$ cat src/logic/loader_consts.svh
/* Fixed constants for the download loader and media bookkeeping.
   Included by the packages and by any module that needs a base address. */

`ifndef LOADER_CONSTS_SVH
`define LOADER_CONSTS_SVH

// RAM byte bases for the two download kinds
`define BIOS_START 32'h0020_0000
`define EXE_START  32'h0040_0000

// Host download index values
`define IDX_BIOS 8'd0
`define IDX_EXE  8'd1

// Field widths
`define RAM_ADDR_W 27
`define CD_SIZE_W  30
`define IMG_SIZE_W 64

`endif
$ cat src/logic/media_pkg.sv
/* Types for CD and memory-card mounts, the resulting media status
   and the card load and save commands. */

`include "loader_consts.svh"

package media_pkg;

	// Mount strobes from the host, one per slot
	typedef struct packed {
		logic                   cd;
		logic                   mc1;
		logic                   mc2;
		logic [`IMG_SIZE_W-1:0] size;
	} mount_evt_t;

	typedef struct packed {
		logic                  has_cd;
		logic [`CD_SIZE_W-1:0] cd_size;
		logic                  mc1_available;
		logic                  mc2_available;
	} media_status_t;

	// Single-cycle card commands
	typedef struct packed {
		logic load1;
		logic load2;
		logic save;
	} card_cmd_t;

endpackage

$ cat src/logic/loader_pkg.sv
/* Types for the host download path and the RAM write channel.
   Shared by the classifier, the RAM writer and the top level. */

`include "loader_consts.svh"

package loader_pkg;

	// Kind of download currently in progress
	typedef enum logic [1:0] {
		DL_NONE = 2'd0,
		DL_BIOS = 2'd1,
		DL_EXE  = 2'd2
	} dl_kind_e;

	// One 16-bit host beat, byte addressed
	typedef struct packed {
		logic                   wr;
		logic [`RAM_ADDR_W-1:0] addr;
		logic [15:0]            data;
	} host_beat_t;

	// One request on the RAM write channel
	typedef struct packed {
		logic                   req;
		logic [`RAM_ADDR_W-1:0] addr;
		logic [31:0]            data;
		logic [3:0]             be;
	} ram_wr_t;

endpackage

$ cat src/logic/psx_loader_top.sv
/* Top level of the loader: download classifier and RAM writer in series,
   media tracking alongside. Instances and wires only. */

`timescale 1ns/1ps

module psx_loader_top (
	input  logic                     clk_1x,
	input  logic                     rst_n,
	// Host download
	input  logic                     dl_active,
	input  logic [7:0]               dl_index,
	input  loader_pkg::host_beat_t   beat,
	// RAM write channel
	input  loader_pkg::ram_wr_t      core_wr,
	input  logic                     ram_ack,
	// Media controls
	input  media_pkg::mount_evt_t    mount,
	input  logic                     osd_load,
	input  logic                     osd_save,
	input  logic                     osd_open,
	input  logic                     autosave,
	output loader_pkg::dl_kind_e     dl_kind,
	output logic                     exe_load,
	output loader_pkg::ram_wr_t      ram_wr,
	output logic                     ioctl_wait,
	output media_pkg::media_status_t media,
	output media_pkg::card_cmd_t     card_cmd
);

	dl_classify u_classify (
		.clk_1x    (clk_1x),
		.rst_n     (rst_n),
		.dl_active (dl_active),
		.dl_index  (dl_index),
		.kind      (dl_kind),
		.exe_load  (exe_load)
	);

	ram_download_writer u_writer (
		.clk_1x     (clk_1x),
		.rst_n      (rst_n),
		.kind       (dl_kind),
		.beat       (beat),
		.core_wr    (core_wr),
		.ram_ack    (ram_ack),
		.ram_wr     (ram_wr),
		.ioctl_wait (ioctl_wait)
	);

	// Not in series with the download path
	media_tracker u_media (
		.clk_1x   (clk_1x),
		.rst_n    (rst_n),
		.mount    (mount),
		.osd_load (osd_load),
		.osd_save (osd_save),
		.osd_open (osd_open),
		.autosave (autosave),
		.media    (media),
		.card_cmd (card_cmd)
	);

endmodule

$ cat src/logic/media_tracker.sv
/* Keeps CD and memory-card mount status and turns the on-screen load,
   save and autosave controls into single-cycle card commands. */

`timescale 1ns/1ps
`include "loader_consts.svh"

module media_tracker (
	input  logic                     clk_1x,
	input  logic                     rst_n,
	input  media_pkg::mount_evt_t    mount,
	input  logic                     osd_load,
	input  logic                     osd_save,
	input  logic                     osd_open,
	input  logic                     autosave,
	output media_pkg::media_status_t media,
	output media_pkg::card_cmd_t     card_cmd
);
	import media_pkg::*;

	logic      size_nz;
	logic      save_auto;
	logic      old_load;
	logic      old_save;
	logic      old_save_auto;
	card_cmd_t cmd_next;

	assign size_nz   = |mount.size;
	assign save_auto = osd_open & autosave;

	// ========================================
	// Card command decode
	// ========================================
	always_comb begin
		cmd_next.load1 = mount.mc1 && size_nz;
		cmd_next.load2 = mount.mc2 && size_nz;
		if (osd_load && !old_load) begin
			cmd_next.load1 = 1'b1;
			cmd_next.load2 = 1'b1;
		end
		// Manual save or autosave when the menu opens
		cmd_next.save = (osd_save && !old_save) || (save_auto && !old_save_auto);
	end

	always_ff @(posedge clk_1x) begin
		if (!rst_n) begin
			card_cmd      <= '0;
			old_load      <= 1'b0;
			old_save      <= 1'b0;
			old_save_auto <= 1'b0;
		end else begin
			card_cmd      <= cmd_next;
			old_load      <= osd_load;
			old_save      <= osd_save;
			old_save_auto <= save_auto;
		end
	end

	// ========================================
	// Mount status
	// ========================================
	always_ff @(posedge clk_1x) begin
		if (!rst_n) begin
			media <= '0;
		end else begin
			if (mount.cd) begin
				// Empty image ejects but the old size stays
				media.has_cd <= size_nz;
				if (size_nz)
					media.cd_size <= mount.size[`CD_SIZE_W-1:0];
			end
			if (mount.mc1)
				media.mc1_available <= size_nz;
			if (mount.mc2)
				media.mc2_available <= size_nz;
		end
	end

endmodule

$ cat src/logic/ram_download_writer.sv
/* Packs pairs of 16-bit host beats into 32-bit RAM writes, holds the host
   off until each write is acknowledged, and picks the RAM write source. */

`timescale 1ns/1ps
`include "loader_consts.svh"

module ram_download_writer (
	input  logic                   clk_1x,
	input  logic                   rst_n,
	input  loader_pkg::dl_kind_e   kind,
	input  loader_pkg::host_beat_t beat,
	input  loader_pkg::ram_wr_t    core_wr,
	input  logic                   ram_ack,
	output loader_pkg::ram_wr_t    ram_wr,
	output logic                   ioctl_wait
);
	import loader_pkg::*;

	localparam logic [`RAM_ADDR_W-1:0] BIOS_BASE = `RAM_ADDR_W'(`BIOS_START);
	localparam logic [`RAM_ADDR_W-1:0] EXE_BASE  = `RAM_ADDR_W'(`EXE_START);

	typedef enum logic [1:0] {
		W_LOW,
		W_HIGH,
		W_WAIT
	} phase_e;

	phase_e                 phase;
	logic                   dl_req;
	logic [`RAM_ADDR_W-1:0] wr_addr;
	logic [31:0]            wr_data;
	logic [`RAM_ADDR_W-1:0] base;
	ram_wr_t                dl_wr;

	assign base = (kind == DL_EXE) ? EXE_BASE : BIOS_BASE;

	// ========================================
	// Beat packing and ack wait
	// ========================================
	always_ff @(posedge clk_1x) begin
		if (!rst_n) begin
			phase  <= W_LOW;
			dl_req <= 1'b0;
		end else begin
			dl_req <= 1'b0;
			if (kind == DL_NONE) begin
				phase <= W_LOW;
			end else if (phase == W_WAIT) begin
				if (ram_ack)
					phase <= W_LOW;
			end else if (beat.wr) begin
				// Bit 1 of the byte address selects the half word
				if (!beat.addr[1]) begin
					phase <= W_HIGH;
				end else if (phase == W_HIGH) begin
					// Request only once the low half is in
					dl_req <= 1'b1;
					phase  <= W_WAIT;
				end
			end
		end
	end

	// Assembled word and target address
	always_ff @(posedge clk_1x) begin
		if (beat.wr && phase != W_WAIT) begin
			if (!beat.addr[1]) begin
				wr_data[15:0] <= beat.data;
				wr_addr       <= beat.addr + base;
			end else begin
				wr_data[31:16] <= beat.data;
			end
		end
	end

	assign dl_wr = '{req: dl_req, addr: wr_addr, data: wr_data, be: 4'hF};

	// Core owns the write channel outside downloads
	assign ram_wr     = (kind == DL_NONE) ? core_wr : dl_wr;
	assign ioctl_wait = (phase == W_WAIT) && (kind != DL_NONE);

endmodule

$ cat src/logic/dl_classify.sv
/* Registers the download kind from the host index and gives the
   one-cycle EXE-load pulse once an EXE download has finished. */

`timescale 1ns/1ps
`include "loader_consts.svh"

module dl_classify (
	input  logic                 clk_1x,
	input  logic                 rst_n,
	input  logic                 dl_active,
	input  logic [7:0]           dl_index,
	output loader_pkg::dl_kind_e kind,
	output logic                 exe_load
);
	import loader_pkg::*;

	dl_kind_e kind_next;
	logic     exe_q;

	// Unknown indices decode to DL_NONE
	always_comb begin
		kind_next = DL_NONE;
		if (dl_active) begin
			case (dl_index)
				`IDX_BIOS: kind_next = DL_BIOS;
				`IDX_EXE:  kind_next = DL_EXE;
				default:   kind_next = DL_NONE;
			endcase
		end
	end

	// ========================================
	// Kind register and EXE end detect
	// ========================================
	always_ff @(posedge clk_1x) begin
		if (!rst_n) begin
			kind     <= DL_NONE;
			exe_q    <= 1'b0;
			exe_load <= 1'b0;
		end else begin
			kind     <= kind_next;
			exe_q    <= (kind == DL_EXE);
			// Falling edge of the registered EXE flag
			exe_load <= exe_q && (kind != DL_EXE);
		end
	end

endmodule

$ cat config.mk
export PLATFORM = sky130hd
export DESIGN_NAME = psx_loader_top
export DESIGN_NICKNAME = d
export VERILOG_FILES = /design/src/logic/media_pkg.sv /design/src/logic/loader_pkg.sv /design/src/logic/psx_loader_top.sv /design/src/logic/media_tracker.sv /design/src/logic/ram_download_writer.sv /design/src/logic/dl_classify.sv
export VERILOG_INCLUDE_DIRS = /design/src /design/src/logic
export SDC_FILE = /design/constraint.sdc
export NUM_CORES = 1
export LEC_CHECK = 0
export BUFFER_PORTS_ARGS = -buffer_cell sky130_fd_sc_hd__buf_2
export CAP_MARGIN = 25
export CORE_AREA = 5 5 112 114
export DETAILED_ROUTE_END_ITERATION = 16
export DIE_AREA = 0 0 117 119
export PLACE_DENSITY = 0.78
export SYNTH_ARGS = -nofsm -noshare
export SYNTH_HDL_FRONTEND = slang
export SYNTH_SLANG_ARGS = --single-unit
$ cat constraint.sdc
create_clock -name clk_1x -period 9.1 [get_ports clk_1x]
set_input_delay 1.82 -clock clk_1x [delete_from_list [all_inputs] [get_ports clk_1x]]
set_output_delay 1.82 -clock clk_1x [all_outputs]
set_load 0.02 [all_outputs]
==> results of run 1 <==
-- synthesized netlist by cell type --
| master | instances | area (um2) |
|---|---|---|
| a21boi_0 | 2 | 15.0 |
| a21o_1 | 1 | 7.51 |
| a21oi_1 | 2 | 10.0 |
| and2_1 | 2 | 12.5 |
| and3_1 | 2 | 12.5 |
| buf_12 | 3 | 60.1 |
| buf_6 | 1 | 11.3 |
| clkbuf_1 | 14 | 52.6 |
| dfxtp_1 | 46 | 921 |
| edfxtp_1 | 59 | 1770 |
| fa_1 | 1 | 20.0 |
| ha_1 | 2 | 25.0 |
| inv_1 | 7 | 26.3 |
| mux2_2 | 60 | 676 |
| mux2i_1 | 31 | 310 |
| nand2_1 | 68 | 255 |
| nand2b_1 | 6 | 37.5 |
| nand3_1 | 1 | 5.00 |
| nand4_1 | 6 | 37.5 |
| nor2_1 | 7 | 26.3 |
| nor2b_1 | 1 | 6.26 |
| nor2b_2 | 1 | 8.76 |
| nor3_1 | 2 | 10.0 |
| nor4_1 | 12 | 75.1 |
| nor4_2 | 5 | 62.6 |
| nor4_4 | 1 | 21.3 |
| o211a_1 | 2 | 20.0 |
| o21a_1 | 1 | 7.51 |
| o21ai_0 | 1 | 5.00 |
| o22ai_1 | 1 | 6.26 |
| or3_1 | 4 | 25.0 |
| xnor2_1 | 3 | 26.3 |
| xor2_1 | 1 | 8.76 |
-- power breakdown --
group | internal [mW] | switching (mW) | total [mW] | leakage [nW]
logic | 0.0705 | 0.0870 | 0.158 | 1.99
clock network | 0.213 | 0.163 | 0.376 | 0.137
registers | 0.525 | 0.00774 | 0.533 | 0.933
total | 0.808 | 0.258 | 1.07 | 3.06
-- cell type report --
type,instances,area [um2],share of cell area (%)
Sequential cell,105,2690,41.6
Multi-Input combinational cell,226,1750,27.1
Timing Repair Buffer,298,1530,23.6
Clock buffer,11,233,3.60
Tap cell,143,179,2.77
Clock inverter,5,56.3,0.870
Inverter,7,26.3,0.406
Antenna cell,1,2.50,0.0387
-- kinds of logic after synthesis --
kind of cell    after synthesis
xor+xnor                      4
compound gates               10
simple gates                118
fa+ha+maj                     3
buf+inv                      25
flops                       105
mux                          91
-- worst max-delay path, delay by kind of cell --
family | cells | cell delay, ns
AND/OR/NAND/NOR | 1 | 0.31
buffers and inverters | 2 | 0.26
-- flip-flops by register name, indices dropped and copies added (netlist names) --
name                   cells
u_media.old_save_auto      1
u_media.card_cmd           3
u_classify.exe_q           1
u_classify.exe_load        1
u_media.old_load           1
u_writer.wr_data          32
u_classify.kind            2
u_writer.phase             2
u_media.old_save           1
u_media.media             33
u_writer.wr_addr          27
u_writer.dl_req            1
-- cells in the final DEF, fill, tap and decap left out, types with 2 or more instances in the layout --
cell / count
buf_2: 294
nand2_1: 68
mux2_2: 60
edfxtp_1: 59
dfxtp_1: 46
mux2i_1: 31
nor4_1: 12
clkbuf_16: 9
inv_1: 7
nand2b_1: 6
nand4_1: 6
nor2_1: 5
nor4_2: 5
or3_1: 4
xnor2_1: 3
nor2_4: 2
and3_1: 2
a21oi_1: 2
nor3_1: 2
o211a_1: 2
and2_1: 2
a21boi_0: 2
ha_1: 2
clkinv_4: 2
clkbuf_1: 2
buf_12: 2
buf_4: 2
-- how the worst max path moves through the flow --
stage          slack, ns        from                       endpoint
2_1_floorplan       4.94    beat[43]  u_writer.wr_addr[0]$_DFFE_PP_
3_3_place_gp        4.89  core_wr[3]                      ram_wr[3]
6_report            4.89  core_wr[3]                      ram_wr[3]
5_1_grt             4.87  core_wr[3]                      ram_wr[3]
4_1_cts             4.88  core_wr[2]                      ram_wr[2]
3_5_place_dp        4.88  core_wr[2]                      ram_wr[2]
-- layer usage --
metal  up-vias  track usage, %
li1       1865               -
met1      1748            19.6
met2       189            33.8
met3        15            7.35
met4         0            5.59
met5         -               0
==> flow_summary_export.csv, run 1 <==
group,metric,value,unit
final_layout,nets,841,
global_route,grt_max_degree,73,
timing,worst_pin_slew,0.735,ns
routing,drt_iter0_markers,177,
timing,fmax,0.237,GHz
clock_tree,postCtsSetupBuffers,0,
floorplanning,core,0.0113,mm2
routing,wl,13.6,mm
yosys,synth_compound_area_share,1.56,%
timing,finalSetupTns,0,ns
critical_path,required,7.28,ns
place,placed_cell_area,0.00616,mm2
yosys,synth_top_family_by_area,"multiplexers",
clock_tree,htreeDepth,3,
clock_tree,clkLatencyLatePin,0.34,ns
floorplanning,die_w,117,um
clock_tree,cts_resized,0,
pwr,power_density,165,mW/mm2
clock_tree,ctsHoldBuffers,0,
yosys,syn_area,0.00458,mm2
final_layout,finalCoreUtilization,57.1,%
critical_path,r2r_end,"u_writer.wr_addr[25]$_DFFE_PP_",
critical_path,cp-start-kind,"input pin",
yosys,yosys_warnings,0,
routing,wl_met2,7.17,mm
yosys,synthMuxAreaShare,21.5,%
place,dp_slack,4.88,ns
critical_path,critPathCaptureType,"output port",
floorplanning,fp.dieH,119,um
yosys,seq_area_frac_synth,58.8,%
routing,viasPerCell,4.80,
yosys,synthAdderAreaFrac,0.984,%
routing,drtAntennaViolNets,0,
routing,met1_length,4.68,mm
final_layout,drive_above_1_share,58.3,%
global_route,grt_pass1_wl,20.2,mm
critical_path,reg2reg_depth,6,
hold_path,hp-start,"u_media.old_save$_SDFF_PN0_",
routing,wl_per_cell,17.1,um
critical_path,critical-path-slowest-cell,"or3_1",
final_layout,fillers,962,
status,status,"complete, no violations",
flow_run,drv_cap,0,
clock_tree,cts_tree,"yes",
routing,drc,0,
critical_path,crit_fanout,1,
clock_tree,cts_buffers,9,
global_route,grt_remaining_overflow,0,
floorplanning,io_pins,295,
timing,finalWorstSetupSlack,4.89,ns
yosys,synthSimpleGateAreaFrac,13.0,%
timing,finalSetupViolations,0,
final_layout,syn2layout_area_growth,41.4,%
clock_tree,path_clk_slew,0.07,ns
critical_path,crit_chain,"buf_2 -> or3_1 -> buf_2",
hold_path,holdPathEnd,"u_media.card_cmd[0]$_SDFF_PN0_",
timing,hold_violations,0,
floorplanning,initial_core_util,40.4,%
critical_path,criticalPathCategory,"in -> out",
final_layout,fin_area,0.00647,mm2
critical_path,critPathArrivalTime,2.39,ns
yosys,syn_inst,356,
timing,finalCritPeriodShare,46.3,%
place,detailed_place_hpwl,11.1,mm
hold_path,hold_class,"reg -> reg",
clock_tree,cts.path.max_buffers,2,
place,io_buffers,294,
yosys,ys_types,33,
place,place_congestion,0.865,
critical_path,rrSetupSlack,7.21,ns
pwr,p_leak,3.06,nW
place,place_inst,778,
floorplanning,rows,39,
clock_tree,cts_root_buf,"clkbuf_16",
timing,rsz0062_at_grt,"no",
timing,clock_skew,0.00841,ns
routing,routed-via-count,3817,
routing,top_layer,"met4",
global_route,antenna_found_initial,1,
timing,slew_headroom,51.0,%
yosys,synth_nets,550,
pwr,power,1.07,mW
pwr,max-vdd-ir-drop,0.0000801,V
yosys,syn_area_per_cell,12.9,um2
global_route,grt_pass1_vias,3998,
routing,firstDrtPassIters,4,
timing,drv_slew,0,
routing,dr_wl_met3,1.59,mm
timing,whs,0.403,ns
hold_path,worstHoldPathCells,1,
yosys,synth-seq-cells,105,
clock_tree,clkSinkCount,105,
yosys,synthXorXnorAreaFrac,0.766,%
critical_path,crit_path_frequent_cell,"buf_2",
global_route,grt_use_total,18.7,%
timing,post-route-min-period,4.21,ns
floorplanning,dieArea,0.0139,mm2
final_layout,fin_cells,796,
critical_path,slowest_delay,0.31,ns
critical_path,r2r-start,"u_classify.kind[0]$_SDFF_PN0_",
(Power assumes the default switching activity.)
==> inputs of run 2 (changes only) <==
ABC_AREA = 1   (was unset)
CORE_AREA = unset   (was 5 5 112 114)
CORE_MARGIN = 5   (was unset)
CORE_UTILIZATION = 39   (was unset)
DIE_AREA = unset   (was 0 0 117 119)
PLACE_DENSITY = 0.77   (was 0.78)
clock period = 3.7 ns   (was 9.1 ns; I/O delays follow)
==> run 2 against run 1 <==
Effect of this change:
- synthesized area increased by 6.6%
- via count increased by 26%
- sequential power increased by 150%
- highest routed layer unchanged
==> flow_summary_export.csv, run 2 <==
group,metric,value,unit
yosys,synth-seq-cells,105,
floorplanning,io_pins,295,
clock_tree,cts_resized,0,
final_layout,layout.cells.most_common_list,"buf_2 (294), nand2_1 (249), nor2_1 (81)",
critical_path,crit_buf_inv,2,
final_layout,syn2layout_area_growth,38.3,%
clock_tree,clkSinkCount,105,
pwr,max-vdd-ir-drop,0.000235,V
routing,viasPerCell,4.56,
final_layout,regMostFlops,"u_media.media",
routing,drc,0,
timing,slew_headroom,34.1,%
timing,whs,0.431,ns
hold_path,hold_class,"reg -> reg",
floorplanning,fp.dieH,122,um
floorplanning,rows,40,
yosys,synth_nets,798,
routing,firstDrtPassIters,4,
critical_path,slowest_delay,0.68,ns
timing,drv_slew,0,
final_layout,largest_reg_flops,33,
routing,wl,15.1,mm
critical_path,critical-path-slowest-cell,"inv_2",
place,place_inst,1042,
routing,drt_iter0_markers,234,
yosys,post-synth-top-area-cell,"edfxtp_1",
final_layout,layout_commonest_cell,"buf_2",
final_layout,fin_cells,1058,
timing,clock_skew,0.0103,ns
critical_path,critPathCaptureType,"output port",
pwr,switching_power,680,uW
timing,fmax,0.371,GHz
floorplanning,dieArea,0.0148,mm2
global_route,antenna_found_initial,0,
place,io_buffers,294,
clock_tree,cts_tree,"yes",
global_route,grt_remaining_overflow,0,
yosys,synth.most_common_cell,"nand2_1",
yosys,ys_types,27,
final_layout,drive_above_1_share,37.8,%
global_route,grt_max_degree,65,
yosys,syn_area,0.00488,mm2
critical_path,cp_top_family,"buffers and inverters",
flow_run,drv_cap,0,
global_route,grt_use_total,19.0,%
timing,finalCritPeriodShare,72.9,%
critical_path,cp-start-kind,"flip-flop",
critical_path,crit_path_frequent_cell,"nand2_1",
floorplanning,core,0.0121,mm2
status,status,"complete, no violations",
timing,rsz0062_at_grt,"no",
clock_tree,path_clk_slew,0.07,ns
yosys,synthArstFlopShare,0,%
critical_path,criticalPathCategory,"reg -> out",
clock_tree,ctsHoldBuffers,0,
global_route,grt_pass1_vias,4525,
yosys,netlist.area_leader.share,36.3,%
floorplanning,die_w,122,um
critical_path,crit_chain,"nor2_4 -> inv_2 -> nand2_1 -> nand2_1 -> buf_2",
pwr,share_comb_of_total_power,15.3,%
pwr,power_frac_seq,49.1,%
floorplanning,initial_core_util,40.3,%
routing,wl_per_cell,14.3,um
routing,drtAntennaViolNets,0,
critical_path,required,2.96,ns
pwr,swShare,25.4,%
place,place_congestion,0.816,
yosys,synth_edf_count,59,
final_layout,reg_top3,"u_media.media: 33 flops, u_writer.wr_data: 32 flops, u_writer.wr_addr: 27 flops",
pwr,p_clk_share,35.6,%
clock_tree,cts.path.max_buffers,2,
place,detailed_place_hpwl,11.8,mm
clock_tree,postCtsSetupBuffers,0,
timing,finalSetupViolations,0,
critical_path,critPathArrivalTime,1.96,ns
clock_tree,cts_buffers,9,
place,placed_cell_area,0.00645,mm2
yosys,seq_area_frac_synth,55.2,%
yosys,yosys_warnings,0,
pwr,power,2.68,mW
yosys,syn_area_per_cell,8.07,um2
final_layout,nets,1079,
pwr,p_leak,3.56,nW
routing,routed-via-count,4825,
yosys,synth_commonest_cells,"nand2_1 (249), nor2_1 (83), edfxtp_1 (59)",
critical_path,crit_fanout,64,
pwr,p_int,2.00,mW
timing,hold_violations,0,
yosys,syn_inst,604,
timing,post-route-min-period,2.70,ns
timing,worst_pin_slew,0.988,ns
pwr,power_density,397,mW/mm2
global_route,grt_pass1_wl,22.2,mm
timing,finalSetupTns,0,ns
yosys,synthTopCellsByArea,"edfxtp_1 (36%), nand2_1 (19%), dfxtp_1 (19%)",
clock_tree,cts_root_buf,"clkbuf_16",
yosys,synth_ff_type,"edfxtp_1",
final_layout,fin_area,0.00674,mm2
final_layout,diodes,0,
clock_tree,clkLatencyLatePin,0.34,ns
clock_tree,htreeDepth,3,
==> run 2: per-layer routing <==
layer / part of all wire (%) / track usage (%) / up-vias / routed length, um
met1: 37 / 20.8 / 2139 / 5580
met3: 11 / 6.92 / 22 / 1680
li1: - / - / 2456 / -
met5: 0 / 0 / - / 0
met4: 2.4 / 7.14 / 0 / 359
met2: 50 / 33.7 / 208 / 7500
==> run 2: cell type report <==
class                   count  area [um2]
fillers                  1195        5370
clock inverters             5        63.8
well taps                 168         210
clock buffers              11         233
flip-flops and latches    105        2690
repair buffers            299        1520
multi-input cells         424        1850
inverters                  46         173
==> run 2: worst reg2reg max path, cell delays in order (launching register included) <==
cell     delay, ns
dfxtp_1       0.39
inv_1         0.05
nor2_1        0.29
inv_1         0.20
ha_1          0.25
inv_1         0.08
fa_1          0.21
nor2_1        0.06
xor2_1        0.14
==> run 2: cells by family (layout without fill, tap and decap cells) <==
| family | count (synthesis) | after routing | synth area share [%] |
|---|---|---|---|
| AO/OA/AOI/OAI | 39 | 39 | 4.08 |
| XOR/XNOR | 4 | 4 | 0.718 |
| adder cells (fa/ha/maj) | 3 | 3 | 0.923 |
| buffers and inverters | 75 | 361 | 7.18 |
| flip-flops | 105 | 105 | 55.2 |
| AND/OR/NAND/NOR | 378 | 378 | 31.9 |
==> run 2: path summary, 6_finish.rpt <==
path | from | to | slack (ns) | cells after the start
worst max-delay path | u_classify.kind[1]$_SDFF_PN0_ | ram_wr[9] | 1.00 | 5
worst min register to register | u_media.old_save$_SDFF_PN0_ | u_media.card_cmd[0]$_SDFF_PN0_ | 0.43 | 1
worst min-delay path | u_media.old_save$_SDFF_PN0_ | u_media.card_cmd[0]$_SDFF_PN0_ | 0.43 | 1
worst max register to register | u_classify.kind[1]$_SDFF_PN0_ | u_writer.wr_addr[25]$_DFFE_PP_ | 1.77 | 8
==> run 2: through the flow <==
step	utilization (%)	setup WS, ns
6_report	55.7	1.00
5_1_grt	55.7	0.808
4_1_cts	55.7	0.970
3_5_place_dp	53.2	1.34
3_3_place_gp	53.1	1.37
2_1_floorplan	-	0.611
==> run 2: power by group through the flow <==
stage	combinational (mW)	sequential, mW	clock (mW)
final	0.410	1.31	0.954
after global routing	0.455	1.32	1.02
after CTS	0.416	1.31	0.981
after detailed placement	0.414	1.34	0
after global placement	0.404	1.34	0
after floorplan	0.180	1.37	0
